`config.mk`:
```
export PLATFORM = sky130hd
export DESIGN_NAME = craSequencer
export DESIGN_NICKNAME = d
export VERILOG_FILES = /design/src/design/eboxPkg.sv /design/src/design/craSequencer.sv
export VERILOG_INCLUDE_DIRS = /design/src /design/src/design
export SDC_FILE = /design/constraint.sdc
export NUM_CORES = 1
export LEC_CHECK = 0
export BUFFER_PORTS_ARGS = -buffer_cell sky130_fd_sc_hd__clkbuf_2
export CORE_ASPECT_RATIO = 1.5
export CORE_MARGIN = 2
export CORE_UTILIZATION = 51
export CTS_BUF_LIST = sky130_fd_sc_hd__clkbuf_8
export CTS_CLUSTER_DIAMETER = 40
export DETAILED_ROUTE_END_ITERATION = 10
export HOLD_SLACK_MARGIN = 0.08
export PLACE_DENSITY = 0.92
export SLEW_MARGIN = 10
export SYNTH_ARGS = -nofsm -noshare
export SYNTH_HDL_FRONTEND = slang
export SYNTH_SLANG_ARGS = --single-unit
```
`constraint.sdc`:
```
create_clock -name eboxClk -period 2.9 [get_ports eboxClk]
set_clock_uncertainty 0.05 [all_clocks]
set_input_delay 0.58 -clock eboxClk [delete_from_list [all_inputs] [get_ports eboxClk]]
set_output_delay 0.58 -clock eboxClk [all_outputs]
set_load 0.02 [all_outputs]
```
`src/design/ebox_params.svh`:
```
`ifndef EBOX_PARAMS_SVH
`define EBOX_PARAMS_SVH

// Data path
`define EBOX_WORD_W 36          // Bits 0..35, numbered from the left
`define MAGIC_W     9           // Zero-extended into a word

// Control RAM
`define CRAM_AW     8
`define CRAM_DEPTH  (1 << `CRAM_AW)

// Microcode return stack
`define CALL_DEPTH  4

// Diagnostic read selects on EBUS
`define DIAG_SEL_NONE  2'd0
`define DIAG_SEL_AR    2'd1     // EDP
`define DIAG_SEL_BR    2'd2     // EDP
`define DIAG_SEL_CRADR 2'd3     // CRA

`endif

```
`src/design/eboxPkg.sv`:
```
`include "ebox_params.svh"

package eboxPkg;

  typedef logic [0:`EBOX_WORD_W-1] word36T;
  typedef logic [0:`CRAM_AW-1]     cramAdrT;

  typedef enum logic [2:0] {
    adfA,
    adfB,
    adfAdd,
    adfSub,                      // A minus B
    adfAnd,
    adfOr,
    adfXor,
    adfZero
  } adFuncT;

  typedef enum logic {
    adbBr,
    adbMagic
  } adbSelT;

  typedef enum logic [1:0] {
    arHold,
    arAd,
    arMem                        // Loaded by the memory port only
  } arSelT;

  typedef enum logic [1:0] {
    skipNone,
    skipAdEq0,
    skipAdNeg,
    skipAlways
  } skipCondT;

  typedef enum logic [1:0] {
    memNone,
    memRead,
    memWrite
  } memOpT;

  typedef enum logic [1:0] {
    diagNone  = `DIAG_SEL_NONE,
    diagAr    = `DIAG_SEL_AR,
    diagBr    = `DIAG_SEL_BR,
    diagCradr = `DIAG_SEL_CRADR
  } diagSelT;

  // One microword, J in the top bits
  typedef struct packed {
    cramAdrT             j;
    adFuncT              adFunc;
    logic                adaZero;  // A is zero instead of AR
    adbSelT              adbSel;
    arSelT               arSel;
    logic                brLoad;   // BR gets AD
    logic [0:`MAGIC_W-1] magic;
    skipCondT            skip;
    logic                call;
    logic                ret;
    memOpT               mem;
    logic                halt;
  } cramWordT;

endpackage

```
`src/design/craSequencer.sv`:
```
`include "ebox_params.svh"

module craSequencer (
  input  logic              eboxClk,
  input  logic              rst,
  input  logic              start,
  input  eboxPkg::cramWordT cramWord,
  input  logic              adZero,
  input  logic              adNeg,
  input  logic              memDone,
  input  eboxPkg::diagSelT  diagSel,
  input  logic              diagRead,
  output eboxPkg::cramAdrT  nextAdr,
  output logic              advance,
  output logic              memStart,
  output logic              running,
  output logic              craDrivingEbus,
  output eboxPkg::word36T   craEbus
);
  import eboxPkg::*;

  localparam int SpW  = $clog2(`CALL_DEPTH + 1);
  localparam int PtrW = $clog2(`CALL_DEPTH);

  cramAdrT        cradr;                   // Address of the word in cramWord
  cramAdrT        callStack [`CALL_DEPTH];
  logic [SpW-1:0] sp;                      // Entries in use
  logic [PtrW-1:0] topIdx;
  logic           memWait;
  diagSelT        diagSelQ;
  logic           memWord;
  logic           stepping;
  logic           skipTaken;
  cramAdrT        baseAdr;
  cramAdrT        pushAdr;

  assign memWord  = (cramWord.mem != memNone);
  assign memStart = running && memWord && !memWait;
  assign stepping = running && (!memWord || memDone);  // Word completes this cycle
  assign advance  = start || stepping;

  always_comb begin
    case (cramWord.skip)
      skipAdEq0:  skipTaken = adZero;
      skipAdNeg:  skipTaken = adNeg;
      skipAlways: skipTaken = 1'b1;
      default:    skipTaken = 1'b0;
    endcase
  end

  assign topIdx  = sp[PtrW-1:0] - 1'b1;
  assign pushAdr = cradr + 1'b1;
  assign baseAdr = cramWord.ret ? callStack[topIdx] : cramWord.j;

  always_comb begin
    if (start) begin
      nextAdr = '0;
    end else if (cramWord.halt) begin
      nextAdr = cradr;                     // Halt word re-reads itself
    end else begin
      nextAdr = baseAdr | cramAdrT'(skipTaken);  // Skip ORs into the low bit
    end
  end

  always_ff @(posedge eboxClk) begin
    if (rst) begin
      running  <= 1'b0;
      cradr    <= '0;
      sp       <= '0;
      memWait  <= 1'b0;
      diagSelQ <= diagNone;
    end else begin
      diagSelQ <= diagSel;
      if (advance) begin
        cradr <= nextAdr;
      end
      if (start) begin
        running <= 1'b1;
        sp      <= '0;
      end else if (stepping) begin
        if (cramWord.halt) begin
          running <= 1'b0;
        end
        case ({cramWord.call, cramWord.ret})
          2'b10:   sp <= sp + 1'b1;
          2'b01:   sp <= sp - 1'b1;
          default: sp <= sp;               // Call plus return replaces the top
        endcase
      end
      if (memStart) begin
        memWait <= 1'b1;
      end else if (memDone) begin
        memWait <= 1'b0;
      end
    end
  end

  // Return addresses
  always_ff @(posedge eboxClk) begin
    if (!start && stepping && cramWord.call) begin
      callStack[cramWord.ret ? topIdx : sp[PtrW-1:0]] <= pushAdr;
    end
  end

  assign craDrivingEbus = diagRead && (diagSelQ == diagCradr);
  assign craEbus        = craDrivingEbus ? word36T'(cradr) : '0;

  pushNotFull: assert property (
    @(posedge eboxClk) disable iff (rst)
    !start && stepping && cramWord.call && !cramWord.ret |-> sp < `CALL_DEPTH
  ) else $error("Call with the return stack full");

  popNotEmpty: assert property (
    @(posedge eboxClk) disable iff (rst)
    !start && stepping && cramWord.ret |-> sp != '0
  ) else $error("Return with the return stack empty");

  // One request per memory word, however long the MBOX takes
  memStartPulse: assert property (
    @(posedge eboxClk) disable iff (rst)
    memStart |=> !memStart
  ) else $error("memStart held for more than one cycle");

endmodule

```
==> run metrics <==
Final setup viols 0; DIE AREA about 5300 um^2; mux share of post-synthesis cell area 7.453%; Area Overhead vs Synth 11.13%; first-pass GRT wire length 6.762 mm; # fillers 387; Setup Fix Bufs, Post-CTS 0; number of flops mapped to enable cells by yosys 32; post-synth top area share 39.75%; H-tree levels 2; number of global-route vias before repair between 1500 and 2000; synthesized area per cell 10.65 um^2; Crit path arrival time 1.92 ns; final hold violation count 0; Inst Count DP 328; Syn Std Cell Area 2417 um^2; Yosys reg bits 46; CTS tree yes; diode count 0; Max Fanout on Critical Path 13; crit path capture nextAdr[6]; post_cts resized 0; status finished clean; Synth Area in Adders 1.035%; dpl ws about 0.33 ns; Post-synth top flop edfxtp_1; vias per cell 5.155; post-DP HPWL 3.325 mm; fin area 2686 um^2; vias 1732; Num CTS Buffers 5; fin util a little under 60%; post-synthesis xor/xnor area fraction 2.536%; clock buffer depth 2; CP cell instances clkbuf_2 -> nand2_1 -> o22ai_1 -> nor3_1 -> nor3_1 -> clkbuf_2; reg-to-reg endpoint callStack[0][1]; drt wl/cell 13.04 um; hold crit path type input port to register; residual DRC count 0; data required time of the critical path about 2.3 ns; clock slew at reported path FFs 0.08 ns; critical path startpoint category input port; chip width 60.21 um; Synth cell types 38; Final Wtd Congestion roughly 0.82; setup ws final approximately 0.35 ns; nets 314; clock root buffer master clkbuf_8; share of post-route cells with drive strength above 1 22.06%; starting density of the core 53.22%; element type at the critical path end primary output; initial antenna violation count 0; synth cell count leaders 32 x edfxtp_1, 29 x buf_4, 21 x nor3_1; Tcrit/Tclk final between 80% and 90%; YS warnings 0; simple-gate area share of the yosys netlist about a fifth; most common cell in the netlist edfxtp_1; fin cells 336; All-Layer GR Usage 17.34%; largest net degree at the start of global routing 19; dominant cell type by area after synthesis edfxtp_1; Cell Area, Placed 2600 um^2; # IOs 89; initial detailed-routing violation count 54; Highest Clock Rate between 300 and 400 MHz; R2R Path Start running; FFs w/ async S/R, synth 0%; Slew Viols, Final 0; Detail Route Antenna Nets 0; leakage 1.056 nW; final wirelength 4.383 mm; CP max stage delay 0.35 ns; max cap viols 0; Hold-fix buffers, CTS 0; critical path class input port to primary output; Rows 30; TNS Setup 0 ns; Die H 88.32 um; register area share after synthesis 51.35%; largest cells by area after synthesis edfxtp_1 40%, dfxtp_1 12%, buf_4 9.0%; drt pass-1 iters 4; Worst path slowest cell o22ai_1; cell count after synthesis 227; R2R setup slack 1.00 ns; RSZ-0062 raised after global routing no; Final min period approximately 2.6 ns; P per Cell Area 457.2 nW/um^2; # clock sinks 46; Peak VDD IR between 0.0003 and 0.0004 V; Core Region 4542 um^2; gr ovfl total 0; crit path from cramWord[3]; worst reg2reg path depth 4; Worst-Skew Late Latency 0.29 ns; Synth Area in Compound Gates under 10%; largest family of logic cells by synthesized area simple AND/OR/NAND/NOR gates; I/O Buffers 43
[placed cells by master (no fill, tap or decap), drive strengths merged, types with 3 or more instances in the layout]
cell type	instances
clkbuf	48
edfxtp	32
conb	28
nor3	21
mux2i	18
nor2b	18
nor2	15
dfxtp	14
nor4	9
o22ai	8
and2	8
buf	6
inv	5
a21oi	5
xnor2	5
nand2	5
nand2b	3
nand3	3
[cells by family (layout without fill, tap and decap cells)]
logic type,count (synthesis),in the layout
AO/OA/AOI/OAI,19,19
XOR/XNOR,7,7
adder cells (fa/ha/maj),2,2
buffers and inverters,43,61
flip-flops,46,46
multiplexers,18,18
other,1,28
AND/OR/NAND/NOR,91,91
[worst max-delay path, delay by kind of cell]
kind,cells,cell delay (ns)
AND/OR/NAND/NOR,3,0.55
buffers and inverters,2,0.45
AO/OA/AOI/OAI,1,0.35
[state kept, by name, summed over array words and instances, names as in the netlist]
register   cells
cradr          8
sp             2
memWait        1
diagSelQ       2
running        1
callStack     32
[stage by stage]
stage	hold slack, ns	total power [mW]
after floorplan	0.4073	0.8634
after global placement	0.4196	0.8719
after detailed placement	0.4502	0.8758
after CTS	0.4415	1.234
after global routing	0.4416	1.271
final	0.4436	1.228
[area by class of cell]
class                   count  area (um^2)  area share (%)
flip-flops and latches     46         1241           46.20
well taps                  64        80.08           2.981
multi-input cells         165         1003           37.35
clock inverters             3        17.52          0.6521
clock buffers               5        68.82           2.562
repair buffers             49        260.3           9.688
inverters                   4        15.01          0.5589
[power by group]
| part | internal (mW) | switching, mW |
|---|---|---|
| sequential | 0.704 | 0.00699 |
| clock | 0.166 | 0.200 |
| combinational | 0.0487 | 0.102 |
| total | 0.919 | 0.309 |
[how the worst min path moves through the flow]
stage | start | end | slack, ns | depth (start not counted)
finish | rst | memWait | 0.44 | 2
global route | diagSel[1] | diagSelQ[1] | 0.44 | 2
CTS | rst | diagSelQ[1] | 0.44 | 2
detailed placement | memWait | memWait | 0.45 | 2
global placement | memWait | memWait | 0.42 | 2
floorplan | memWait | memWait | 0.41 | 2
[per-layer routing]
metal | GRT usage (%) | part of all wire, % | up-vias
met2 | 33.10 | 56 | 69
met5 | 0 | 0 | -
met1 | 17.61 | 37 | 816
met3 | 2.193 | 5.3 | 6
li1 | - | - | 841
met4 | 8.889 | 1.6 | 0
(Power assumes the default switching activity.)
