==> src/design/ebox_params.svh <==
`ifndef EBOX_PARAMS_SVH
`define EBOX_PARAMS_SVH

// Data path
`define EBOX_WORD_W 36          // Bits 0..35, numbered from the left
`define MAGIC_W     9           // Zero-extended into a word

// Control RAM
`define CRAM_AW     8
`define CRAM_DEPTH  (1 << `CRAM_AW)

// Microcode return stack
`define CALL_DEPTH  4

// Diagnostic read selects on EBUS
`define DIAG_SEL_NONE  2'd0
`define DIAG_SEL_AR    2'd1     // EDP
`define DIAG_SEL_BR    2'd2     // EDP
`define DIAG_SEL_CRADR 2'd3     // CRA

`endif

==> src/design/eboxPkg.sv <==
`include "ebox_params.svh"

package eboxPkg;

  typedef logic [0:`EBOX_WORD_W-1] word36T;
  typedef logic [0:`CRAM_AW-1]     cramAdrT;

  typedef enum logic [2:0] {
    adfA,
    adfB,
    adfAdd,
    adfSub,                      // A minus B
    adfAnd,
    adfOr,
    adfXor,
    adfZero
  } adFuncT;

  typedef enum logic {
    adbBr,
    adbMagic
  } adbSelT;

  typedef enum logic [1:0] {
    arHold,
    arAd,
    arMem                        // Loaded by the memory port only
  } arSelT;

  typedef enum logic [1:0] {
    skipNone,
    skipAdEq0,
    skipAdNeg,
    skipAlways
  } skipCondT;

  typedef enum logic [1:0] {
    memNone,
    memRead,
    memWrite
  } memOpT;

  typedef enum logic [1:0] {
    diagNone  = `DIAG_SEL_NONE,
    diagAr    = `DIAG_SEL_AR,
    diagBr    = `DIAG_SEL_BR,
    diagCradr = `DIAG_SEL_CRADR
  } diagSelT;

  // One microword, J in the top bits
  typedef struct packed {
    cramAdrT             j;
    adFuncT              adFunc;
    logic                adaZero;  // A is zero instead of AR
    adbSelT              adbSel;
    arSelT               arSel;
    logic                brLoad;   // BR gets AD
    logic [0:`MAGIC_W-1] magic;
    skipCondT            skip;
    logic                call;
    logic                ret;
    memOpT               mem;
    logic                halt;
  } cramWordT;

endpackage

==> src/design/mboxPort.sv <==
module mboxPort (
  input  logic            eboxClk,
  input  logic            rst,
  input  logic            memStart,
  input  eboxPkg::memOpT  memOp,
  input  eboxPkg::word36T ad,
  input  eboxPkg::word36T ar,
  input  logic            mboxResp,
  output logic            eboxReq,
  output logic            eboxWrite,
  output eboxPkg::word36T eboxVma,
  output eboxPkg::word36T cacheDataWrite,
  output logic            memLoad,
  output logic            memDone
);
  import eboxPkg::*;

  typedef enum logic [1:0] {
    stIdle,
    stReq,                            // eboxReq up, waiting for mboxResp
    stRelease,                        // eboxReq down, waiting for mboxResp to fall
    stDone
  } mboxStateT;

  mboxStateT state;
  logic      isWrite;

  always_ff @(posedge eboxClk) begin
    if (rst) begin
      state   <= stIdle;
      isWrite <= 1'b0;
    end else begin
      case (state)
        stIdle: begin
          if (memStart) begin
            state   <= stReq;
            isWrite <= (memOp == memWrite);
          end
        end
        stReq: begin
          if (mboxResp) begin
            state <= stRelease;
          end
        end
        stRelease: begin
          if (!mboxResp) begin
            state <= stDone;
          end
        end
        default: state <= stIdle;      // Done lasts one cycle
      endcase
    end
  end

  // Address and write data
  always_ff @(posedge eboxClk) begin
    if ((state == stIdle) && memStart) begin
      eboxVma        <= ad;
      cacheDataWrite <= ar;
    end
  end

  assign eboxReq   = (state == stReq);
  assign eboxWrite = eboxReq && isWrite;
  assign memLoad   = eboxReq && mboxResp && !isWrite;
  assign memDone   = (state == stDone);

  // The MBOX answers only a request that is still up
  reqHeldUntilResp: assert property (
    @(posedge eboxClk) disable iff (rst)
    $rose(mboxResp) |-> eboxReq
  ) else $error("mboxResp rose without eboxReq");

endmodule

==> config.mk <==
export PLATFORM = sky130hd
export DESIGN_NAME = mboxPort
export DESIGN_NICKNAME = d
export VERILOG_FILES = /design/src/design/eboxPkg.sv /design/src/design/mboxPort.sv
export VERILOG_INCLUDE_DIRS = /design/src /design/src/design
export SDC_FILE = /design/constraint.sdc
export NUM_CORES = 1
export LEC_CHECK = 0
export ABC_AREA = 1
export ABC_CLOCK_PERIOD_IN_PS = 3800
export BUFFER_PORTS_ARGS = -buffer_cell sky130_fd_sc_hd__clkbuf_2
export CAP_MARGIN = 20
export CORE_MARGIN = 2
export CORE_UTILIZATION = 47
export CTS_BUF_LIST = sky130_fd_sc_hd__clkbuf_2 sky130_fd_sc_hd__clkbuf_4 sky130_fd_sc_hd__clkbuf_8
export CTS_CLUSTER_SIZE = 20
export DETAILED_ROUTE_END_ITERATION = 12
export GPL_TIMING_DRIVEN = 1
export PLACE_DENSITY = 0.88
export RECOVER_POWER = 100
export SETUP_SLACK_MARGIN = 0.15
export SLEW_MARGIN = 20
export SYNTH_ARGS = -nofsm -noshare
export SYNTH_HDL_FRONTEND = slang
export SYNTH_SLANG_ARGS = --single-unit
==> constraint.sdc <==
create_clock -name eboxClk -period 3.8 [get_ports eboxClk]
set_clock_uncertainty 0.2 [all_clocks]
set_input_delay 1.14 -clock eboxClk [delete_from_list [all_inputs] [get_ports eboxClk]]
set_output_delay 1.14 -clock eboxClk [all_outputs]
set_load 0.02 [all_outputs]
==> impl_metrics.py, run 1 <==
metrics = {
    "sta": {
        "rsz0062_at_grt": "false",
        "fin_crit_sh_pct": 84.0,
        "tightest_slew_ns": 2.14,
        "slew_headroom_pct": -42.5,
        "setup_ws_ns": 0.608,
        "setup_viol": 0,
        "setup_tns_ns": 0,
        "fmax_mhz": 313,
        "fin_crit_ns": 3.19,
        "finalHoldViolCount": 0,
        "slew_violations": 75,
    },
    "cells_and_area": {
        "antenna_cells": 0,
        "syn_to_final_growth_pct": 40.0,
        "nets": 357,
        "final_core_util_pct": 67.1,
        "final_cells": 349,
        "drive_above_1_share_pct": 33.3,
    },
    "worst_setup_path": {
        "critPathCaptureType": "flip-flop",
        "r2r_slack_ns": 0.81,
        "critPathRequiredTime_ns": 3.51,
        "path_class": "in -> reg",
        "path_max_fanout": 42,
        "worstRegToRegCells": 5,
        "worst_setup_path_start_kind": "input port",
        "arrival_ns": 2.90,
        "r2r_start": "state[0]$_SDFFE_PP0P_",
        "setup.worst_path.start": "memStart",
        "endpoint": "cacheDataWrite[22]$_DFFE_PP_",
        "reg2reg_to": "cacheDataWrite[22]$_DFFE_PP_",
    },
    "route": {
        "drtPass1Iterations": 4,
        "wl_per_cell_um": 13.1,
        "initialDrtViolationCount": 38,
        "vias_per_cell": 4.27,
        "num_vias": 1490,
        "ant_nets": 0,
        "wl_um": 4580,
        "drc": 0,
    },
    "pwr": {
        "leakagePower_nw": 1.33,
        "powerDensity_mw_per_mm2": 702,
        "ir_worst_vdd_mv": 0.425,
    },
    "floorplanning": {
        "die_w_um": 75.7,
        "die_area_mm2": 0.00573,
        "row_count": 26,
        "start_util_pct": 47.9,
        "die_h_um": 75.7,
        "coreArea_mm2": 0.00504,
        "io_pins": 154,
    },
    "logic_synthesis": {
        "ys.warnings.count": 0,
        "synth_seq_area_share_pct": 91.9,
        "syn_avg_cell_area_um2": 22.4,
        "netlist_area_mm2": 0.00242,
        "synth_seq_cells": 75,
        "ys_types": 11,
        "synth_nets": 191,
        "syn_inst": 108,
    },
    "worst_hold_path": {
        "hold_class": "reg -> reg",
    },
    "status": {
        "status": "complete, but fails checks",
        "violations": "capacitance limit, slew limit",
    },
    "placement": {
        "placedCellCount": 333,
        "gp_congestion": 0.664,
        "hpwlAfterDp_um": 3540,
        "pre_cts_ws_ns": 0.887,
        "port_buffers": 153,
    },
    "global_route": {
        "grt_pass1_wl_um": 6300,
        "antenna_found_initial": 0,
        "grt-ovfl-total": 0,
        "grt_pass1_vias": 1416,
        "grt_use_total_pct": 15.9,
        "grt_max_degree": 43,
    },
    "clock_tree": {
        "post-cts-setup-buffers": 0,
        "hold_buffers": 0,
        "clockBufferDepth": 2,
        "numCtsBuffers": 9,
        "tritoncts": "yes",
        "insertion_delay_ns": 0.32,
        "path_clk_slew_ns": 0.07,
        "cts_resized": 0,
        "cts_max_level": 3,
        "cts_root_buffer": "clkbuf_8",
        "cts.sinks": 75,
    },
    "run": {
        "drv_cap": 2,
    },
}
==> state kept, by name, summed over array words and instances (netlist names) <==
register	flops
state	2
isWrite	1
eboxVma	36
cacheDataWrite	36
==> layer usage <==
layer	global-route usage, %	up-vias	wire length [µm]
li1	-	730	-
met1	15.3	661	1560
met2	27.4	91	2400
met3	8.33	8	548
met4	8.19	0	75
met5	0	-	0
==> how the worst min path moves through the flow <==
| stage | startpoint | endpoint | slack, ns | cells after the start |
|---|---|---|---|---|
| final | isWrite$_SDFFE_PP0P_ | isWrite$_SDFFE_PP0P_ | 0.32 | 2 |
| after global placement | isWrite$_SDFFE_PP0P_ | isWrite$_SDFFE_PP0P_ | 0.29 | 2 |
| after CTS | isWrite$_SDFFE_PP0P_ | isWrite$_SDFFE_PP0P_ | 0.33 | 2 |
| after detailed placement | isWrite$_SDFFE_PP0P_ | isWrite$_SDFFE_PP0P_ | 0.32 | 2 |
| after floorplan | isWrite$_SDFFE_PP0P_ | isWrite$_SDFFE_PP0P_ | 0.26 | 2 |
| after global routing | isWrite$_SDFFE_PP0P_ | isWrite$_SDFFE_PP0P_ | 0.35 | 2 |
==> through the flow <==
stage / power (mW) / area [µm²] / hold WS [ns]
global route: 2.50 / 3380 / 0.347
CTS: 2.45 / 3500 / 0.330
floorplan: 1.57 / 2420 / 0.263
detailed placement: 1.81 / 3290 / 0.317
finish: 2.38 / 3380 / 0.322
global placement: 1.79 / 3290 / 0.294
==> worst max-delay path, stage by stage <==
cell      delay [ns]
clkbuf_2        0.09
nand2_1         0.07
clkinv_1        0.06
clkbuf_1        1.52
==> synthesized netlist by cell type <==
master    instances  area, µm²
a21oi_2           1       8.76
dfxtp_1           3       60.1
edfxtp_1         72       2160
ha_1              5       62.6
inv_1             6       22.5
inv_2             1       3.75
nand2_1           9       33.8
nand2_2           2       12.5
nand3_4           1       17.5
nand3b_1          1       7.51
nor2_1            7       26.3
==> cell type report <==
class,instances,area [µm²]
well taps,70,87.6
repair buffers,155,676
flip-flops and latches,75,2220
fillers,403,1660
clock inverters,7,92.6
inverters,7,26.3
clock buffers,9,124
multi-input cells,26,156
==> report_power, final <==
group	switching, mW	total, mW	leakage, nW	internal (mW)
combinational	0.421	0.545	0.524	0.125
sequential	0.0492	1.19	0.705	1.14
clock	0.269	0.636	0.103	0.367
==> logic make-up after synthesis <==
group | count (synthesis) | synth area share [%]
DFF | 75 | 91.9
and+or+nand+nor | 20 | 4.04
buffers and inverters | 7 | 1.09
adders and majority gates | 5 | 2.59
AOI/OAI and AO/OA | 1 | 0.362
==> layout by cell type, fill, tap and decap left out <==
cell type / synthesis / layout
a21oi_2: 1 / 1
bufinv_16: 0 / 2
clkbuf_1: 0 / 80
clkbuf_2: 0 / 75
clkbuf_8: 0 / 9
clkinv_1: 0 / 2
clkinv_2: 0 / 1
clkinv_4: 0 / 1
clkinvlp_4: 0 / 2
dfxtp_1: 3 / 3
edfxtp_1: 72 / 72
ha_1: 5 / 5
inv_1: 6 / 6
nand2_1: 9 / 9
nand2_2: 2 / 2
nand3_1: 0 / 1
nand3b_1: 1 / 1
nor2_1: 7 / 7
Power figures use the tool's default switching activity.
==> run 2: changes to the inputs <==
- ABC_AREA: 1 -> 0
- ABC_CLOCK_PERIOD_IN_PS: 3800 -> 3000
- CORE_UTILIZATION: 47 -> 43
- PLACE_DENSITY: 0.88 -> 0.82
- clock period: 3.8 -> 3 ns (I/O delays scaled with it)
==> impl_metrics.py, run 2 <==
metrics = {
    "logic_synthesis": {
        "ys_async_sr_fraction_pct": 0,
        "synth.most_common_cell": "edfxtp_1",
        "synth_area_leaders": "edfxtp_1 90%, ha_1 2.6%, dfxtp_1 2.5%, nor2b_1 0.78%, mux2_4 0.63%",
        "synth_nets": 182,
        "synth_edf_count": 72,
        "ys_types": 14,
        "syn_avg_cell_area_um2": 24.2,
        "synth_area_leader_cell": "edfxtp_1",
        "netlist_area_mm2": 0.00240,
        "synth_top_area_share_pct": 90.1,
        "synthFlopType": "edfxtp_1",
        "synth_seq_area_share_pct": 92.6,
        "synth_seq_cells": 75,
        "synth_common_cells": "72 x edfxtp_1, 5 x ha_1",
        "syn_inst": 99,
        "ys.warnings.count": 0,
    },
    "worst_setup_path": {
        "path_buf_inv": 2,
        "path_max_fanout": 40,
        "critPathSlowestCell": "clkbuf_2",
        "path_cells": "clkbuf_2, and2_4, clkbuf_2",
        "r2r_start": "state[0]$_SDFFE_PP0P_",
        "r2r_slack_ns": 0.55,
        "endpoint": "eboxVma[12]$_DFFE_PP_",
        "critPathRequiredTime_ns": 2.74,
        "cp.depth": 3,
        "path_class": "in -> reg",
        "setup.worst_path.start": "memStart",
        "max_stage_delay_ns": 0.80,
        "timing.critical_path.mode_cell": "clkbuf_2",
        "path_delay_family": "buffers and inverters",
        "worstRegToRegCells": 4,
        "worst_setup_path_start_kind": "input port",
        "arrival_ns": 2.22,
        "reg2reg_to": "eboxVma[12]$_DFFE_PP_",
        "critPathCaptureType": "flip-flop",
    },
    "cells_and_area": {
        "fill_cells": 483,
        "most-common-layout-cells": "78 x clkbuf_2, 76 x clkbuf_1, 72 x edfxtp_1",
        "final_core_util_pct": 60.9,
        "drive_above_1_share_pct": 34.8,
        "antenna_cells": 0,
        "multiInputGateArea_um2": 164,
        "syn_to_final_growth_pct": 38.2,
        "final_cell_area_mm2": 0.00331,
        "final_common_cell": "clkbuf_2",
        "regArea_mm2": 0.00222,
        "reg_top3": "cacheDataWrite x36, eboxVma x36, state x2",
        "nets": 347,
    },
    "floorplanning": {
        "io_pins": 154,
        "row_count": 27,
        "start_util_pct": 44.1,
        "die_w_um": 78.7,
        "die_h_um": 78.7,
        "die_area_mm2": 0.00619,
        "coreArea_mm2": 0.00544,
    },
    "pwr": {
        "leakagePower_nw": 1.30,
        "ir_worst_vdd_mv": 0.524,
        "total_power_mw": 2.95,
        "powerDensity_mw_per_mm2": 891,
    },
    "route": {
        "wl_per_cell_um": 13.5,
        "drc": 0,
        "initialDrtViolationCount": 37,
        "ant_nets": 0,
        "drtPass1Iterations": 4,
        "wl_um": 4560,
        "num_vias": 1453,
        "vias_per_cell": 4.29,
    },
    "clock_tree": {
        "cts_resized": 0,
        "clockBufferDepth": 2,
        "numCtsBuffers": 9,
        "tritoncts": "yes",
        "cts_root_buffer": "clkbuf_8",
        "cts_max_level": 3,
        "insertion_delay_ns": 0.31,
        "hold_buffers": 0,
        "post-cts-setup-buffers": 0,
        "path_clk_slew_ns": 0.06,
        "cts.sinks": 75,
    },
    "global_route": {
        "grt-ovfl-total": 0,
        "grt_pass1_vias": 1463,
        "grt_pass1_wl_um": 6800,
        "busiest_layer": "met2",
        "grt_use_total_pct": 15.0,
        "antenna_found_initial": 0,
        "grtUsageMet1_pct": 15.6,
        "met3_usage_pct": 7.82,
        "grt_max_degree": 41,
        "met2_usage_pct": 25.0,
    },
    "placement": {
        "gp_congestion": 0.708,
        "hpwlAfterDp_um": 3510,
        "postPlaceCellArea_mm2": 0.00328,
        "port_buffers": 153,
    },
    "sta": {
        "tightest_slew_ns": 0.925,
        "rsz0062_at_grt": "false",
        "setup_viol": 0,
        "fin_crit_ns": 2.48,
        "setup_tns_ns": 0,
        "finalHoldViolCount": 0,
        "slew_violations": 0,
        "fmax_mhz": 403,
        "slew_headroom_pct": 38.4,
        "fin_crit_sh_pct": 82.6,
    },
    "run": {
        "drv_cap": 0,
    },
    "worst_hold_path": {
        "hold_class": "reg -> reg",
    },
    "status": {
        "status": "completed",
    },
}
-- run 2: changes by cell type in the layout (fill, tap and decap cells not counted), sizes merged, moves of 2 or more --
cell	delta
and2	+2
bufinv	-2
clkinvlp	-2
inv	-3
nand2	-10
nor2	-4
nor2b	+3
o21ai	+2
-- run 2: metrics by stage --
stage          setup WS [ns]  cells  hold slack, ns
2_1_floorplan          0.502     99           0.276
3_3_place_gp           0.594    325           0.308
3_5_place_dp           0.595    325           0.345
4_1_cts                0.541    339           0.364
5_1_grt                0.286    339           0.389
6_report               0.521    339           0.356
-- run 2: layout make-up --
cell class              instances  area share, %
clock buffers                  10           3.96
flip-flops and latches         75           67.0
multi-input cells              21           4.95
clock inverters                 4          0.604
repair buffers                154           20.4
well taps                      72           2.72
inverters                       3          0.340
-- run 2: worst min-delay path by stage --
stage	startpoint	end	slack, ns	depth (start not counted)
after detailed placement	isWrite$_SDFFE_PP0P_	isWrite$_SDFFE_PP0P_	0.34	2
after floorplan	isWrite$_SDFFE_PP0P_	isWrite$_SDFFE_PP0P_	0.28	2
final	isWrite$_SDFFE_PP0P_	isWrite$_SDFFE_PP0P_	0.36	2
after global routing	isWrite$_SDFFE_PP0P_	isWrite$_SDFFE_PP0P_	0.39	2
after global placement	isWrite$_SDFFE_PP0P_	isWrite$_SDFFE_PP0P_	0.31	2
after CTS	isWrite$_SDFFE_PP0P_	isWrite$_SDFFE_PP0P_	0.36	2
-- run 2: cells by family (layout without fill, tap and decap cells) --
logic type | after synthesis | after routing | share of synthesized area [%]
DFF | 75 | 75 | 92.6
and+or+nand+nor | 10 | 10 | 2.24
adders and majority gates | 5 | 5 | 2.61
AOI/OAI and AO/OA | 4 | 4 | 0.991
buffers and inverters | 3 | 171 | 0.469
muxes | 2 | 2 | 1.04
-- run 2: per-layer routing --
metal | vias up | routed length (µm)
met3 | 6 | 590
met5 | - | 0
li1 | 709 | -
met1 | 656 | 1530
met4 | 0 | 48
met2 | 82 | 2390
-- run 2: worst min-delay path, stage by stage, from the launching register on --
cell	delay, ns
dfxtp_1	0.33
mux2i_1	0.13
nor2_1	0.06
-- run 2: power by group --
part	switching [mW]	leakage [nW]	internal, mW
combinational	0.597	0.504	0.182
sequential	0.0759	0.712	1.49
clock	0.312	0.0850	0.294
