<file path="src/design/ebox_params.svh">
`ifndef EBOX_PARAMS_SVH
`define EBOX_PARAMS_SVH

// Data path
`define EBOX_WORD_W 36          // Bits 0..35, numbered from the left
`define MAGIC_W     9           // Zero-extended into a word

// Control RAM
`define CRAM_AW     8
`define CRAM_DEPTH  (1 << `CRAM_AW)

// Microcode return stack
`define CALL_DEPTH  4

// Diagnostic read selects on EBUS
`define DIAG_SEL_NONE  2'd0
`define DIAG_SEL_AR    2'd1     // EDP
`define DIAG_SEL_BR    2'd2     // EDP
`define DIAG_SEL_CRADR 2'd3     // CRA

`endif

</file>
<file path="src/design/eboxPkg.sv">
`include "ebox_params.svh"

package eboxPkg;

  typedef logic [0:`EBOX_WORD_W-1] word36T;
  typedef logic [0:`CRAM_AW-1]     cramAdrT;

  typedef enum logic [2:0] {
    adfA,
    adfB,
    adfAdd,
    adfSub,                      // A minus B
    adfAnd,
    adfOr,
    adfXor,
    adfZero
  } adFuncT;

  typedef enum logic {
    adbBr,
    adbMagic
  } adbSelT;

  typedef enum logic [1:0] {
    arHold,
    arAd,
    arMem                        // Loaded by the memory port only
  } arSelT;

  typedef enum logic [1:0] {
    skipNone,
    skipAdEq0,
    skipAdNeg,
    skipAlways
  } skipCondT;

  typedef enum logic [1:0] {
    memNone,
    memRead,
    memWrite
  } memOpT;

  typedef enum logic [1:0] {
    diagNone  = `DIAG_SEL_NONE,
    diagAr    = `DIAG_SEL_AR,
    diagBr    = `DIAG_SEL_BR,
    diagCradr = `DIAG_SEL_CRADR
  } diagSelT;

  // One microword, J in the top bits
  typedef struct packed {
    cramAdrT             j;
    adFuncT              adFunc;
    logic                adaZero;  // A is zero instead of AR
    adbSelT              adbSel;
    arSelT               arSel;
    logic                brLoad;   // BR gets AD
    logic [0:`MAGIC_W-1] magic;
    skipCondT            skip;
    logic                call;
    logic                ret;
    memOpT               mem;
    logic                halt;
  } cramWordT;

endpackage

</file>
<file path="src/design/edpDatapath.sv">
module edpDatapath (
  input  logic              eboxClk,
  input  logic              rst,
  input  eboxPkg::cramWordT cramWord,
  input  logic              advance,
  input  logic              memLoad,
  input  eboxPkg::word36T   cacheDataRead,
  input  eboxPkg::diagSelT  diagSel,
  input  logic              diagRead,
  output eboxPkg::word36T   ad,
  output logic              adZero,
  output logic              adNeg,
  output eboxPkg::word36T   ar,
  output logic              edpDrivingEbus,
  output eboxPkg::word36T   edpEbus
);
  import eboxPkg::*;

  word36T  br;
  word36T  adA;
  word36T  adB;
  word36T  magicWord;
  logic    execute;
  diagSelT diagSelQ;

  assign magicWord = word36T'(cramWord.magic);
  assign adA = cramWord.adaZero ? '0 : ar;
  assign adB = (cramWord.adbSel == adbMagic) ? magicWord : br;

  // AD function unit, wraps at 36 bits
  always_comb begin
    case (cramWord.adFunc)
      adfA:    ad = adA;
      adfB:    ad = adB;
      adfAdd:  ad = adA + adB;
      adfSub:  ad = adA - adB;
      adfAnd:  ad = adA & adB;
      adfOr:   ad = adA | adB;
      adfXor:  ad = adA ^ adB;
      default: ad = '0;
    endcase
  end

  assign adZero = (ad == '0);
  assign adNeg  = ad[0];              // Sign is the leftmost bit

  // A halt word does no register work, so a restart that presents it
  // again during the start cycle leaves AR and BR alone
  assign execute = advance && !cramWord.halt;

  always_ff @(posedge eboxClk) begin
    if (memLoad) begin
      ar <= cacheDataRead;            // Read data from the MBOX
    end else if (execute && (cramWord.arSel == arAd)) begin
      ar <= ad;
    end
  end

  always_ff @(posedge eboxClk) begin
    if (execute && cramWord.brLoad) begin
      br <= ad;
    end
  end

  always_ff @(posedge eboxClk) begin
    if (rst) begin
      diagSelQ <= diagNone;
    end else begin
      diagSelQ <= diagSel;
    end
  end

  assign edpDrivingEbus = diagRead && ((diagSelQ == diagAr) || (diagSelQ == diagBr));

  always_comb begin
    if (!edpDrivingEbus) begin
      edpEbus = '0;
    end else if (diagSelQ == diagAr) begin
      edpEbus = ar;
    end else begin
      edpEbus = br;
    end
  end

  // Read data arrives only while the sequencer is stalled
  memLoadInStall: assert property (
    @(posedge eboxClk) disable iff (rst)
    memLoad |-> !advance
  ) else $error("Memory load collides with a microword step");

endmodule

</file>
<file path="config.mk">
export PLATFORM = sky130hd
export DESIGN_NAME = edpDatapath
export DESIGN_NICKNAME = d
export VERILOG_FILES = /design/src/design/eboxPkg.sv /design/src/design/edpDatapath.sv
export VERILOG_INCLUDE_DIRS = /design/src /design/src/design
export SDC_FILE = /design/constraint.sdc
export NUM_CORES = 1
export LEC_CHECK = 0
export BUFFER_PORTS_ARGS = -buffer_cell sky130_fd_sc_hd__buf_2
export CORE_UTILIZATION = 52
export CTS_BUF_LIST = sky130_fd_sc_hd__clkbuf_16
export CTS_CLUSTER_DIAMETER = 120
export CTS_CLUSTER_SIZE = 20
export DETAILED_ROUTE_END_ITERATION = 10
export MAX_ROUTING_LAYER = met4
export PLACE_DENSITY = 0.79
export SLEW_MARGIN = 10
export SYNTH_ARGS = -nofsm -noshare
export SYNTH_HDL_FRONTEND = slang
export SYNTH_SLANG_ARGS = --single-unit
</file>
<file path="constraint.sdc">
create_clock -name eboxClk -period 9.9 [get_ports eboxClk]
set_input_delay 2.97 -clock eboxClk [delete_from_list [all_inputs] [get_ports eboxClk]]
set_output_delay 2.97 -clock eboxClk [all_outputs]
set_load 0.01 [all_outputs]
</file>
==> impl_results.md, run 1 <==
- Final antenna diode count: 0
- Crit path largest cell delay: 0.65 ns
- Crit path DAT: 7.61 ns
- Die width: 138 um
- Clk pwr share: 24.5%
- Most used standard cell by instance count after synthesis: sky130_fd_sc_hd__nor2_1
- Initial core utilization: 53.4%
- Total core area: 0.0180 sq mm
- Largest cells by area after synthesis: sky130_fd_sc_hd__edfxtp_1, sky130_fd_sc_hd__ha_1, sky130_fd_sc_hd__mux2i_1, sky130_fd_sc_hd__mux2_2, sky130_fd_sc_hd__nor2_1
- Proportion of layout cells with a drive suffix above 1: 39.3%
- Hold Violations, Final: 0
- Share of the synthesized area in the top cell type: 22.5%
- Proportion of total power due to net switching: 36.9%
- Sequential share of power: 26.3%
- DRC: 0
- H-Tree Depth: 3
- Total GRT Usage: 36.2%
- Area overhead of the layout relative to synthesis: 41.6%
- IO Count: 186
- Number of global-route vias before repair: 10.6k
- Pre-CTS worst setup slack: -0.955 ns
- Die outline height: 138 um
- Dominant delay contributor by cell family on the critical path: simple AND/OR/NAND/NOR gates
- FF-to-FF setup slack: 4.68 ns
- Number of instances on the worst hold path: 2
- Post-synthesis instance area: 0.00962 sq mm
- Sequential area share after synthesis: 22.9%
- Final Setup Violations: 7
- Share of power burned in combinational logic: 49.2%
- CP cell instances: buf_12 -> mux2i_4 -> o21ai_1 -> buf_4 -> or4_4 -> a21oi_4 -> buf_6 -> buf_6 -> and3_4 -> a31oi_4 -> xnor2_1 -> ha_1 -> buf_4 -> nand2b_1 -> o21ai_0 -> a22oi_1 -> o21ai_0 -> a211o_1 -> a211oi_2 -> or4b_4 -> nor4_4 -> buf_2
- Wire length of the first global-routing pass: 53900 um
- Max-slew headroom: 30.4%
- Initial antenna violation count: 0
- Routability-driven placement congestion ratio: 0.964
- Pint: 0.000949 W
- Synthesized flop and latch total: 74
- Number of max-cap violations: 0
- Final period util: 107%
- Die area: 0.0190 sq mm
- Port-buffer cells: 171
- Count of clock tree sinks: 74
- Average wire per standard cell: 18.9 um
- Final wirelength: 34100 um
- Kind of end point of the critical path: primary output
- Run status: finished, violations left
- Count of final max-slew check failures: 0
- Distinct cell type count of the synthesized netlist: 82
- Via density: 5.89
- Post-route setup slack: -0.676 ns
- Depth of the most critical reg-to-reg path: 23
- Total of warnings raised by yosys: 0
- Maximum number of pins on one net before global-route repair: 78
- Worst-path fanout max: 8
- 1st-iter DRT viols: 724
- Worst skew pair latency: 0.36 ns
- Via count of the routed design: 10.6k
- Longest Clk Path Bufs: 2
- WP data required: 6.93 ns
- Final nets: 1751
- Grt ovf: 0
- Worst setup path category: in2out
- Clock-pin slew on the worst setup and hold paths: 0.07 ns
- Clock Skew: 0.0130 ns
- Slowest cell on the critical path: sky130_fd_sc_hd__or4_4
- Achievable frequency: 94.6 MHz
- Power spent charging and discharging nets: 0.000556 W
- Leakage power figure: 6.63 nW
- Power density cells: 111 mW/mm^2
- IR Drop Worst-Case VDD: 0.0861 mV
- Critical path depth in cells: 22
- Detail Placement HPWL: 24700 um
- Synthesized netlist cell count: 1179
- Largest area contributor in the netlist: sky130_fd_sc_hd__edfxtp_1
- Min-delay worst type: reg2reg
- Sum of buffers and inverters on the critical path: 6
- Number of iterations in the first detailed-routing pass: 5
- Number of buffers created by CTS: 9
- Avg Cell Area, Syn: 8.16 sq um
- Synth cell count leaders: sky130_fd_sc_hd__nor2_1, sky130_fd_sc_hd__ha_1, sky130_fd_sc_hd__nand2_1, sky130_fd_sc_hd__inv_1, sky130_fd_sc_hd__a21oi_1
- Most used flip-flop cell after synthesis: sky130_fd_sc_hd__edfxtp_1
- Transition time of the tightest slew-check pin: 1.04 ns
- Placement Rows: 49
- Type of origin of the critical path: input port
- Post-synth EDFFs: 72
- RSZ-0062 raised after global routing: yes
- Final Critical Period: 10.58 ns
- Number of antenna-violating nets in the routed design: 0
- Cell at the root of the clock tree: sky130_fd_sc_hd__clkbuf_16
- Share of flip-flops with an asynchronous set or reset after synthesis: 0%
- Final core utilization: 75.6%
- Quantity of hold-fixing buffers added after cts: 0
- Clock tree from TritonCTS: built
- Violations in the final reports: setup timing
- Net count after synthesis: 1364
==> worst min-delay path: cells and delay by family (launching register included) <==
| family | cells | cell delay (ns) |
|---|---|---|
| buffers and inverters | 1 | 0.13 |
| DFF | 1 | 0.41 |
| AOI/OAI and AO/OA | 1 | 0.21 |
==> cell families after synthesis <==
family | synth area share, %
AND/OR/NAND/NOR | 19.3
multiplexers | 11.3
XOR/XNOR | 5.18
flip-flops | 22.9
adder cells (fa/ha/maj) | 14.4
buffers and inverters | 6.49
AO/OA/AOI/OAI | 20.4
==> per-layer routing <==
| layer | wire, um | share of wire (%) | GRT usage [%] | vias to the layer above |
|---|---|---|---|---|
| li1 | - | - | - | 5013 |
| met5 | 0 | 0 | - | - |
| met3 | 2060 | 6.0 | 4.16 | 81 |
| met2 | 16500 | 48 | 59.8 | 428 |
| met1 | 14400 | 42 | 44.6 | 5086 |
| met4 | 1060 | 3.1 | 15.4 | 0 |
==> timing repair <==
action	4_1_cts	5_1_grt
pin swaps	50	37
buffers inserted	17	18
setup endpoints to repair	16	16
resized for setup	69	76
gates cloned	0	0
==> metrics by stage <==
stage / power [W] / TNS, ns / std cells / cell area [sq um] / hold WS [ns]
3_5_place_dp: 0.00105 / -4.64 / 1754 / 12400 / 0.798
5_1_grt: 0.00158 / -2.99 / 1800 / 13600 / 0.883
2_1_floorplan: 0.000762 / -0.160 / 1179 / 9690 / 0.791
4_1_cts: 0.00146 / -1.48 / 1785 / 13100 / 0.838
3_3_place_gp: 0.00104 / -4.26 / 1754 / 12400 / 0.794
6_report: 0.00151 / -2.07 / 1800 / 13600 / 0.858
==> sequential cells by signal, summed over array words and instances (netlist names) <==
register,flops
ar,36
br,36
diagSelQ,2
==> path summary, 6_finish.rpt <==
kind                start  endpoint
min reg2reg         ar[2]     br[2]
min                 ar[2]     br[2]
max          cramWord[19]    adZero
max reg2reg        br[17]    ar[33]
==> final cells by class <==
class,instances,area [sq um]
Clock buffer,9,225
Inverter,81,304
Fill cell,1317,4410
Timing Repair Buffer,452,3130
Sequential cell,74,2200
Tap cell,229,287
Multi-Input combinational cell,948,7380
Clock inverter,7,93.8
==> placed cells by master, fill, tap and decap left out, types with 10 or more instances in the layout <==
cell type / n
sky130_fd_sc_hd__a21o_1: 21
sky130_fd_sc_hd__a21oi_1: 65
sky130_fd_sc_hd__a21oi_2: 14
sky130_fd_sc_hd__a22oi_1: 18
sky130_fd_sc_hd__a31oi_1: 10
sky130_fd_sc_hd__buf_2: 161
sky130_fd_sc_hd__buf_4: 259
sky130_fd_sc_hd__buf_6: 30
sky130_fd_sc_hd__edfxtp_1: 72
sky130_fd_sc_hd__ha_1: 104
sky130_fd_sc_hd__inv_1: 80
sky130_fd_sc_hd__mux2_2: 41
sky130_fd_sc_hd__mux2i_1: 58
sky130_fd_sc_hd__nand2_1: 79
sky130_fd_sc_hd__nand2b_1: 50
sky130_fd_sc_hd__nand3_1: 14
sky130_fd_sc_hd__nand4_1: 10
sky130_fd_sc_hd__nor2_1: 113
sky130_fd_sc_hd__nor2b_1: 19
sky130_fd_sc_hd__nor3_1: 16
sky130_fd_sc_hd__o21ai_0: 61
sky130_fd_sc_hd__xnor2_1: 40
sky130_fd_sc_hd__xor2_1: 10
==> power groups by stage <==
stage | Sequential [W] | Clock (W) | Combinational (W)
6_report | 0.000396 | 0.000369 | 0.000740
5_1_grt | 0.000399 | 0.000383 | 0.000794
4_1_cts | 0.000396 | 0.000371 | 0.000689
3_5_place_dp | 0.000402 | 0 | 0.000648
3_3_place_gp | 0.000401 | 0 | 0.000634
2_1_floorplan | 0.000405 | 0 | 0.000357
Note: power is estimated with default switching activity, not from simulation.
==> run 2, diff against run 1 <==
Settings changed: SKIP_CTS_REPAIR_TIMING set to 1.
==> impl_results.md, run 2 (same netlist as run 1, synthesis figures left out) <==
- Final wirelength: 33900 um (-0.46%)
- Clock Skew: 0.0142 ns (+0.00123 ns)
- Total core area: 0.0180 sq mm (unchanged)
- Maximum number of pins on one net before global-route repair: 78 (unchanged)
- DRC: 0 (unchanged)
- Initial antenna violation count: 0 (unchanged)
- # placed instances: 1754 (unchanged)
- Kind of end point of the critical path: primary output
- Largest registers: ar x36, br x36, diagSelQ x2
- Worst-case hold slack: 0.862 ns (+0.00394 ns)
- Final antenna diode count: 0 (unchanged)
- Depth of the most critical reg-to-reg path: 21 (-8.7%)
- Number of buffers created by CTS: 9 (unchanged)
- Detail Placement HPWL: 24700 um (unchanged)
- RSZ-0062 raised after global routing: yes
- Wire length of the first global-routing pass: 52800 um (-2.2%)
- Number of global-route vias before repair: 10.3k (-2.3%)
- Commonest cells after routing, fill and taps aside: sky130_fd_sc_hd__buf_4, sky130_fd_sc_hd__buf_2, sky130_fd_sc_hd__nor2_1
- Final period util: 107% (+0.18 points)
- H-Tree Depth: 3 (unchanged)
- Final nets: 1744 (-0.40%)
- Commonest non-fill, non-tap cell in the layout: sky130_fd_sc_hd__buf_4
- Via density: 5.89 (about the same)
- Worst-path fanout max: 8 (unchanged)
- Run status: finished, violations left
- Area of the multi-input gates: 0.00733 sq mm (-0.61%)
- FF-to-FF Start: br[17]
- First element of the critical path: cramWord[19]
- 1st-iter DRT viols: 872 (+20%)
- Final Critical Period: 10.59 ns (+0.0176 ns)
- Longest Clk Path Bufs: 2 (unchanged)
- Final Setup Violations: 7 (unchanged)
- Port-buffer cells: 171 (unchanged)
- Transition time of the tightest slew-check pin: 1.03 ns (-0.0129 ns)
- Fin Setup TNS: -1.52 ns (+0.550 ns)
- Total chip power: 0.00149 W (-0.94%)
- Launch point of the worst hold path: ar[2]
- Max-slew headroom: 31.3% (+0.86 points)
- Cell at the root of the clock tree: sky130_fd_sc_hd__clkbuf_16
- Proportion of layout cells with a drive suffix above 1: 38.7% (-0.66 points)
- Violations in the final reports: setup timing
- Worst reg2reg path endpoint: ar[35]
- Number of max-cap violations: 0 (unchanged)
- Post-route setup slack: -0.694 ns (-0.0176 ns)
- IR Drop Worst-Case VDD: 0.0868 mV (+0.85%)
- Die area: 0.0190 sq mm (unchanged)
- Min-delay worst type: reg2reg
- Die outline height: 138 um (unchanged)
- Initial core utilization: 53.4% (unchanged)
- Area overhead of the layout relative to synthesis: 40.1%
- Die width: 138 um (unchanged)
- Crit path DAT: 7.62 ns (about the same)
- Type of origin of the critical path: input port
- Via count of the routed design: 10.6k (-0.38%)
- FF-to-FF setup slack: 4.83 ns (+0.15 ns)
- Pre-CTS worst setup slack: -0.955 ns (unchanged)
- Worst skew pair latency: 0.36 ns (about the same)
- Placement Rows: 49 (unchanged)
- Count of final max-slew check failures: 0 (unchanged)
- Clock tree from TritonCTS: built
- IO Count: 186 (unchanged)
- Filler cells: 1335 (+1.4%)
- Power density cells: 111 mW/mm^2 (+0.12%)
- Final instance count without filler cells: 1793 (-0.39%)
- Number of antenna-violating nets in the routed design: 0 (unchanged)
- Worst setup path category: in2out
- Routability-driven placement congestion ratio: 0.964 (unchanged)
- Total GRT Usage: 35.4% (-0.75 points)
- Achievable frequency: 94.4 MHz (-0.17%)
- Count of clock tree sinks: 74 (unchanged)
- Average wire per standard cell: 18.9 um (about the same)
- Clock-pin slew on the worst setup and hold paths: 0.07 ns (about the same)
- Critical path endpoint: adZero
- WP data required: 6.93 ns (about the same)
- Area used by sequential logic in the layout: 0.00220 sq mm (unchanged)
- Grt ovf: 0 (unchanged)
- Number of iterations in the first detailed-routing pass: 5 (unchanged)
- Hold Violations, Final: 0 (unchanged)
- Leakage power figure: 6.54 nW (-1.4%)
-- run 2: cell count changes in the layout (fill, tap and decap cells not counted), sizes merged --
cell / previous run / this run
buf: 452 / 445
-- run 2: metrics by stage --
| stage | util [%] | area [sq um] |
|---|---|---|
| floorplan | - | 9690 |
| global placement | 68.8 | 12400 |
| detailed placement | 68.8 | 12400 |
| CTS | 70.5 | 12700 |
| global route | 74.8 | 13500 |
| finish | 74.8 | 13500 |
-- run 2: final cells by class --
class | count | share of cell area, %
multi-input cells | 948 | 54.4
repair buffers | 445 | 22.5
flip-flops and latches | 74 | 16.3
inverters | 81 | 2.26
well taps | 229 | 2.13
clock buffers | 9 | 1.67
clock inverters | 7 | 0.696
-- run 2: per-layer routing --
layer  GRT usage (%)  vias up  part of all wire (%)
met5               -        -                     0
met4            13.1        0                   3.0
met3            4.33       87                   6.5
met2            59.0      457                    49
met1            43.9     5020                    42
li1                -     5004                     -
-- run 2: report_power, final --
part           internal (W)  switching [W]  total (W)
Clock              0.000221       0.000149   0.000370
Combinational      0.000339       0.000385   0.000725
Sequential         0.000378      0.0000181   0.000396
-- run 2: how the worst min path moves through the flow --
stage | slack [ns] | endpoint | cells past startpoint
final | 0.86 | br[2] | 2
after global placement | 0.79 | br[3] | 3
after global routing | 0.88 | br[2] | 2
after floorplan | 0.79 | br[3] | 2
after detailed placement | 0.80 | br[3] | 3
after CTS | 0.84 | br[2] | 2
-- run 2: worst max-delay path, stage by stage --
cell                       delay [ns]
sky130_fd_sc_hd__buf_12          0.12
sky130_fd_sc_hd__mux2i_4         0.25
sky130_fd_sc_hd__o21ai_1         0.10
sky130_fd_sc_hd__buf_4           0.17
sky130_fd_sc_hd__or4_4           0.63
sky130_fd_sc_hd__a21oi_2         0.18
sky130_fd_sc_hd__a31oi_1         0.11
sky130_fd_sc_hd__xnor2_1         0.20
sky130_fd_sc_hd__ha_1            0.30
sky130_fd_sc_hd__a21oi_2         0.17
sky130_fd_sc_hd__buf_4           0.13
sky130_fd_sc_hd__o21a_1          0.15
sky130_fd_sc_hd__o211ai_1        0.10
sky130_fd_sc_hd__a21o_1          0.18
sky130_fd_sc_hd__a31oi_1         0.14
sky130_fd_sc_hd__buf_4           0.15
sky130_fd_sc_hd__o21ai_2         0.06
sky130_fd_sc_hd__xor2_1          0.17
sky130_fd_sc_hd__a221o_1         0.38
sky130_fd_sc_hd__or4b_4          0.57
sky130_fd_sc_hd__nor4_4          0.22
sky130_fd_sc_hd__buf_2           0.17
==> run 3, diff against run 2 <==
Settings changed: PLACE_DENSITY 0.79 to 0.89.
==> impl_results.md, run 3 (same netlist as run 1, synthesis figures left out) <==
- Clock Skew: 0.00801 ns (-0.00624 ns)
- Pre-CTS worst setup slack: -0.946 ns (+0.00908 ns)
- Depth of the most critical reg-to-reg path: 20 (-4.8%)
- Grt ovf: 0 (unchanged)
- H-Tree Depth: 3 (unchanged)
- Count of final max-slew check failures: 0 (unchanged)
- Run status: finished, violations left
- Hold Path End: br[2]
- Via density: 6.13 (+4.0%)
- DRC: 0 (unchanged)
- Final antenna diode count: 0 (unchanged)
- Die area: 0.0190 sq mm (unchanged)
- Max-slew headroom: 32.3% (+1.0 points)
- RSZ-0062 raised after global routing: yes
- Average wire per standard cell: 19.8 um (+4.7%)
- Clock-pin slew on the worst setup and hold paths: 0.07 ns (about the same)
- Routability-driven placement congestion ratio: 0.987 (+2.4%)
- Commonest non-fill, non-tap cell in the layout: sky130_fd_sc_hd__buf_4
- Worst reg2reg path endpoint: ar[35]
- Hold Violations, Final: 0 (unchanged)
- IO Count: 186 (unchanged)
- Die width: 138 um (unchanged)
- Cell at the root of the clock tree: sky130_fd_sc_hd__clkbuf_16
- Maximum number of pins on one net before global-route repair: 82 (+5.1%)
- Area overhead of the layout relative to synthesis: 40.8%
- IR Drop Worst-Case VDD: 0.0921 mV (+6.1%)
- Die outline height: 138 um (unchanged)
- Number of antenna-violating nets in the routed design: 0 (unchanged)
- Final Critical Period: 10.61 ns (+0.0176 ns)
- Initial antenna violation count: 0 (unchanged)
- Largest registers: ar x36, br x36, diagSelQ x2
- Violations in the final reports: setup timing
- Clock tree from TritonCTS: built
- Final nets: 1734 (-0.57%)
- Number of global-route vias before repair: 10.4k (+0.79%)
- Total core area: 0.0180 sq mm (unchanged)
- Wire length of the first global-routing pass: 52600 um (-0.21%)
- Crit path DAT: 7.64 ns (+0.02 ns)
- Final wirelength: 35300 um (+4.0%)
- Final period util: 107% (+0.18 points)
- Number of iterations in the first detailed-routing pass: 8 (+3)
- Transition time of the tightest slew-check pin: 1.02 ns (-0.0155 ns)
- Leakage power figure: 6.51 nW (-0.41%)
- Slowest cell on the critical path: sky130_fd_sc_hd__or4_4
- Filler cells: 1234 (-7.6%)
- WP data required: 6.93 ns (about the same)
- Crit path largest cell delay: 0.62 ns (about the same)
- Count of clock tree sinks: 74 (unchanged)
- Launch point of the worst hold path: ar[2]
- FF-to-FF setup slack: 4.82 ns (about the same)
- Number of max-cap violations: 0 (unchanged)
- Post-route setup slack: -0.712 ns (-0.0176 ns)
- Port-buffer cells: 171 (unchanged)
- Detail Placement HPWL: 24500 um (-0.52%)
- Total chip power: 0.00148 W (-0.82%)
- Final Setup Violations: 9 (+2)
- Longest Clk Path Bufs: 2 (unchanged)
- Worst skew pair latency: 0.37 ns (about the same)
- Min-delay worst type: reg2reg
- Type of origin of the critical path: input port
- Total GRT Usage: 35.2% (-0.24 points)
- Number of instances on the worst hold path: 2 (unchanged)
- Kind of end point of the critical path: primary output
- Via count of the routed design: 10.9k (+3.3%)
- CP cell instances: buf_2 -> nor3b_1 -> o21ai_1 -> buf_4 -> or4_4 -> a21oi_2 -> a31oi_1 -> xnor2_1 -> ha_2 -> a21oi_2 -> o21ai_1 -> buf_4 -> o21a_1 -> and3_4 -> a21oi_2 -> xnor2_1 -> a221o_1 -> nor4_2 -> nand4_1 -> buf_4 -> nor4_4 -> buf_2
- Initial core utilization: 53.4% (unchanged)
- Proportion of layout cells with a drive suffix above 1: 38.6% (-0.048 points)
- FF-to-FF Start: br[17]
- Power density cells: 109 mW/mm^2 (-1.3%)
- Worst setup path category: in2out
- Commonest cells after routing, fill and taps aside: sky130_fd_sc_hd__buf_4, sky130_fd_sc_hd__buf_2, sky130_fd_sc_hd__nor2_1
- Achievable frequency: 94.2 MHz (-0.17%)
- Number of buffers created by CTS: 9 (unchanged)
- Placement Rows: 49 (unchanged)
- 1st-iter DRT viols: 998 (+14%)
- Worst-path fanout max: 5 (-3)
run 3: metal layers:
metal | share of wire [%] | vias up | track usage [%]
met5 | 0 | - | -
met4 | 3.8 | 0 | 13.8
met3 | 7.9 | 136 | 5.37
met2 | 49 | 628 | 58.4
met1 | 40 | 5167 | 42.8
li1 | - | 4989 | -
run 3: area by class of cell:
class                           instances  area (sq um)  share of cell area, %
Inverter                               81           304                   2.24
Sequential cell                        74          2200                   16.3
Multi-Input combinational cell        948          7460                   55.1
Timing Repair Buffer                  435          3010                   22.2
Clock buffer                            9           225                   1.66
Tap cell                              229           287                   2.12
Clock inverter                          6          58.8                  0.434
run 3: worst max-delay path: cells and delay by family:
family | cells | cell delay (ns)
XOR/XNOR | 2 | 0.31
adder cells (fa/ha/maj) | 1 | 0.33
AO/OA/AOI/OAI | 8 | 1.54
buffers and inverters | 5 | 0.78
AND/OR/NAND/NOR | 6 | 1.69
run 3: how the worst max path moves through the flow:
stage | slack (ns) | startpoint | to | cells past startpoint
floorplan | -0.16 | cramWord[19] | adZero | 19
global placement | -0.89 | cramWord[19] | adZero | 21
detailed placement | -0.95 | cramWord[19] | adZero | 20
CTS | -0.97 | cramWord[19] | adZero | 20
global route | -0.89 | cramWord[9] | adZero | 22
finish | -0.71 | cramWord[9] | adZero | 22
run 3: metrics by stage:
step | instance area (sq um) | util (%) | TNS, ns | cells | hold WS, ns
2_1_floorplan | 9690 | - | -0.160 | 1179 | 0.791
3_3_place_gp | 12300 | 68.2 | -3.86 | 1740 | 0.809
3_5_place_dp | 12300 | 68.2 | -4.79 | 1740 | 0.810
4_1_cts | 12600 | 69.8 | -5.03 | 1755 | 0.828
5_1_grt | 13500 | 75.1 | -4.49 | 1782 | 0.875
6_report | 13500 | 75.1 | -1.85 | 1782 | 0.869
run 3: report_power, final:
part           internal, W  leakage [nW]  switching [W]  total (W)
clock network     0.000192         0.135       0.000148   0.000341
registers         0.000378         0.715      0.0000191   0.000398
logic             0.000345          5.66       0.000396   0.000741
total             0.000915          6.51       0.000563    0.00148
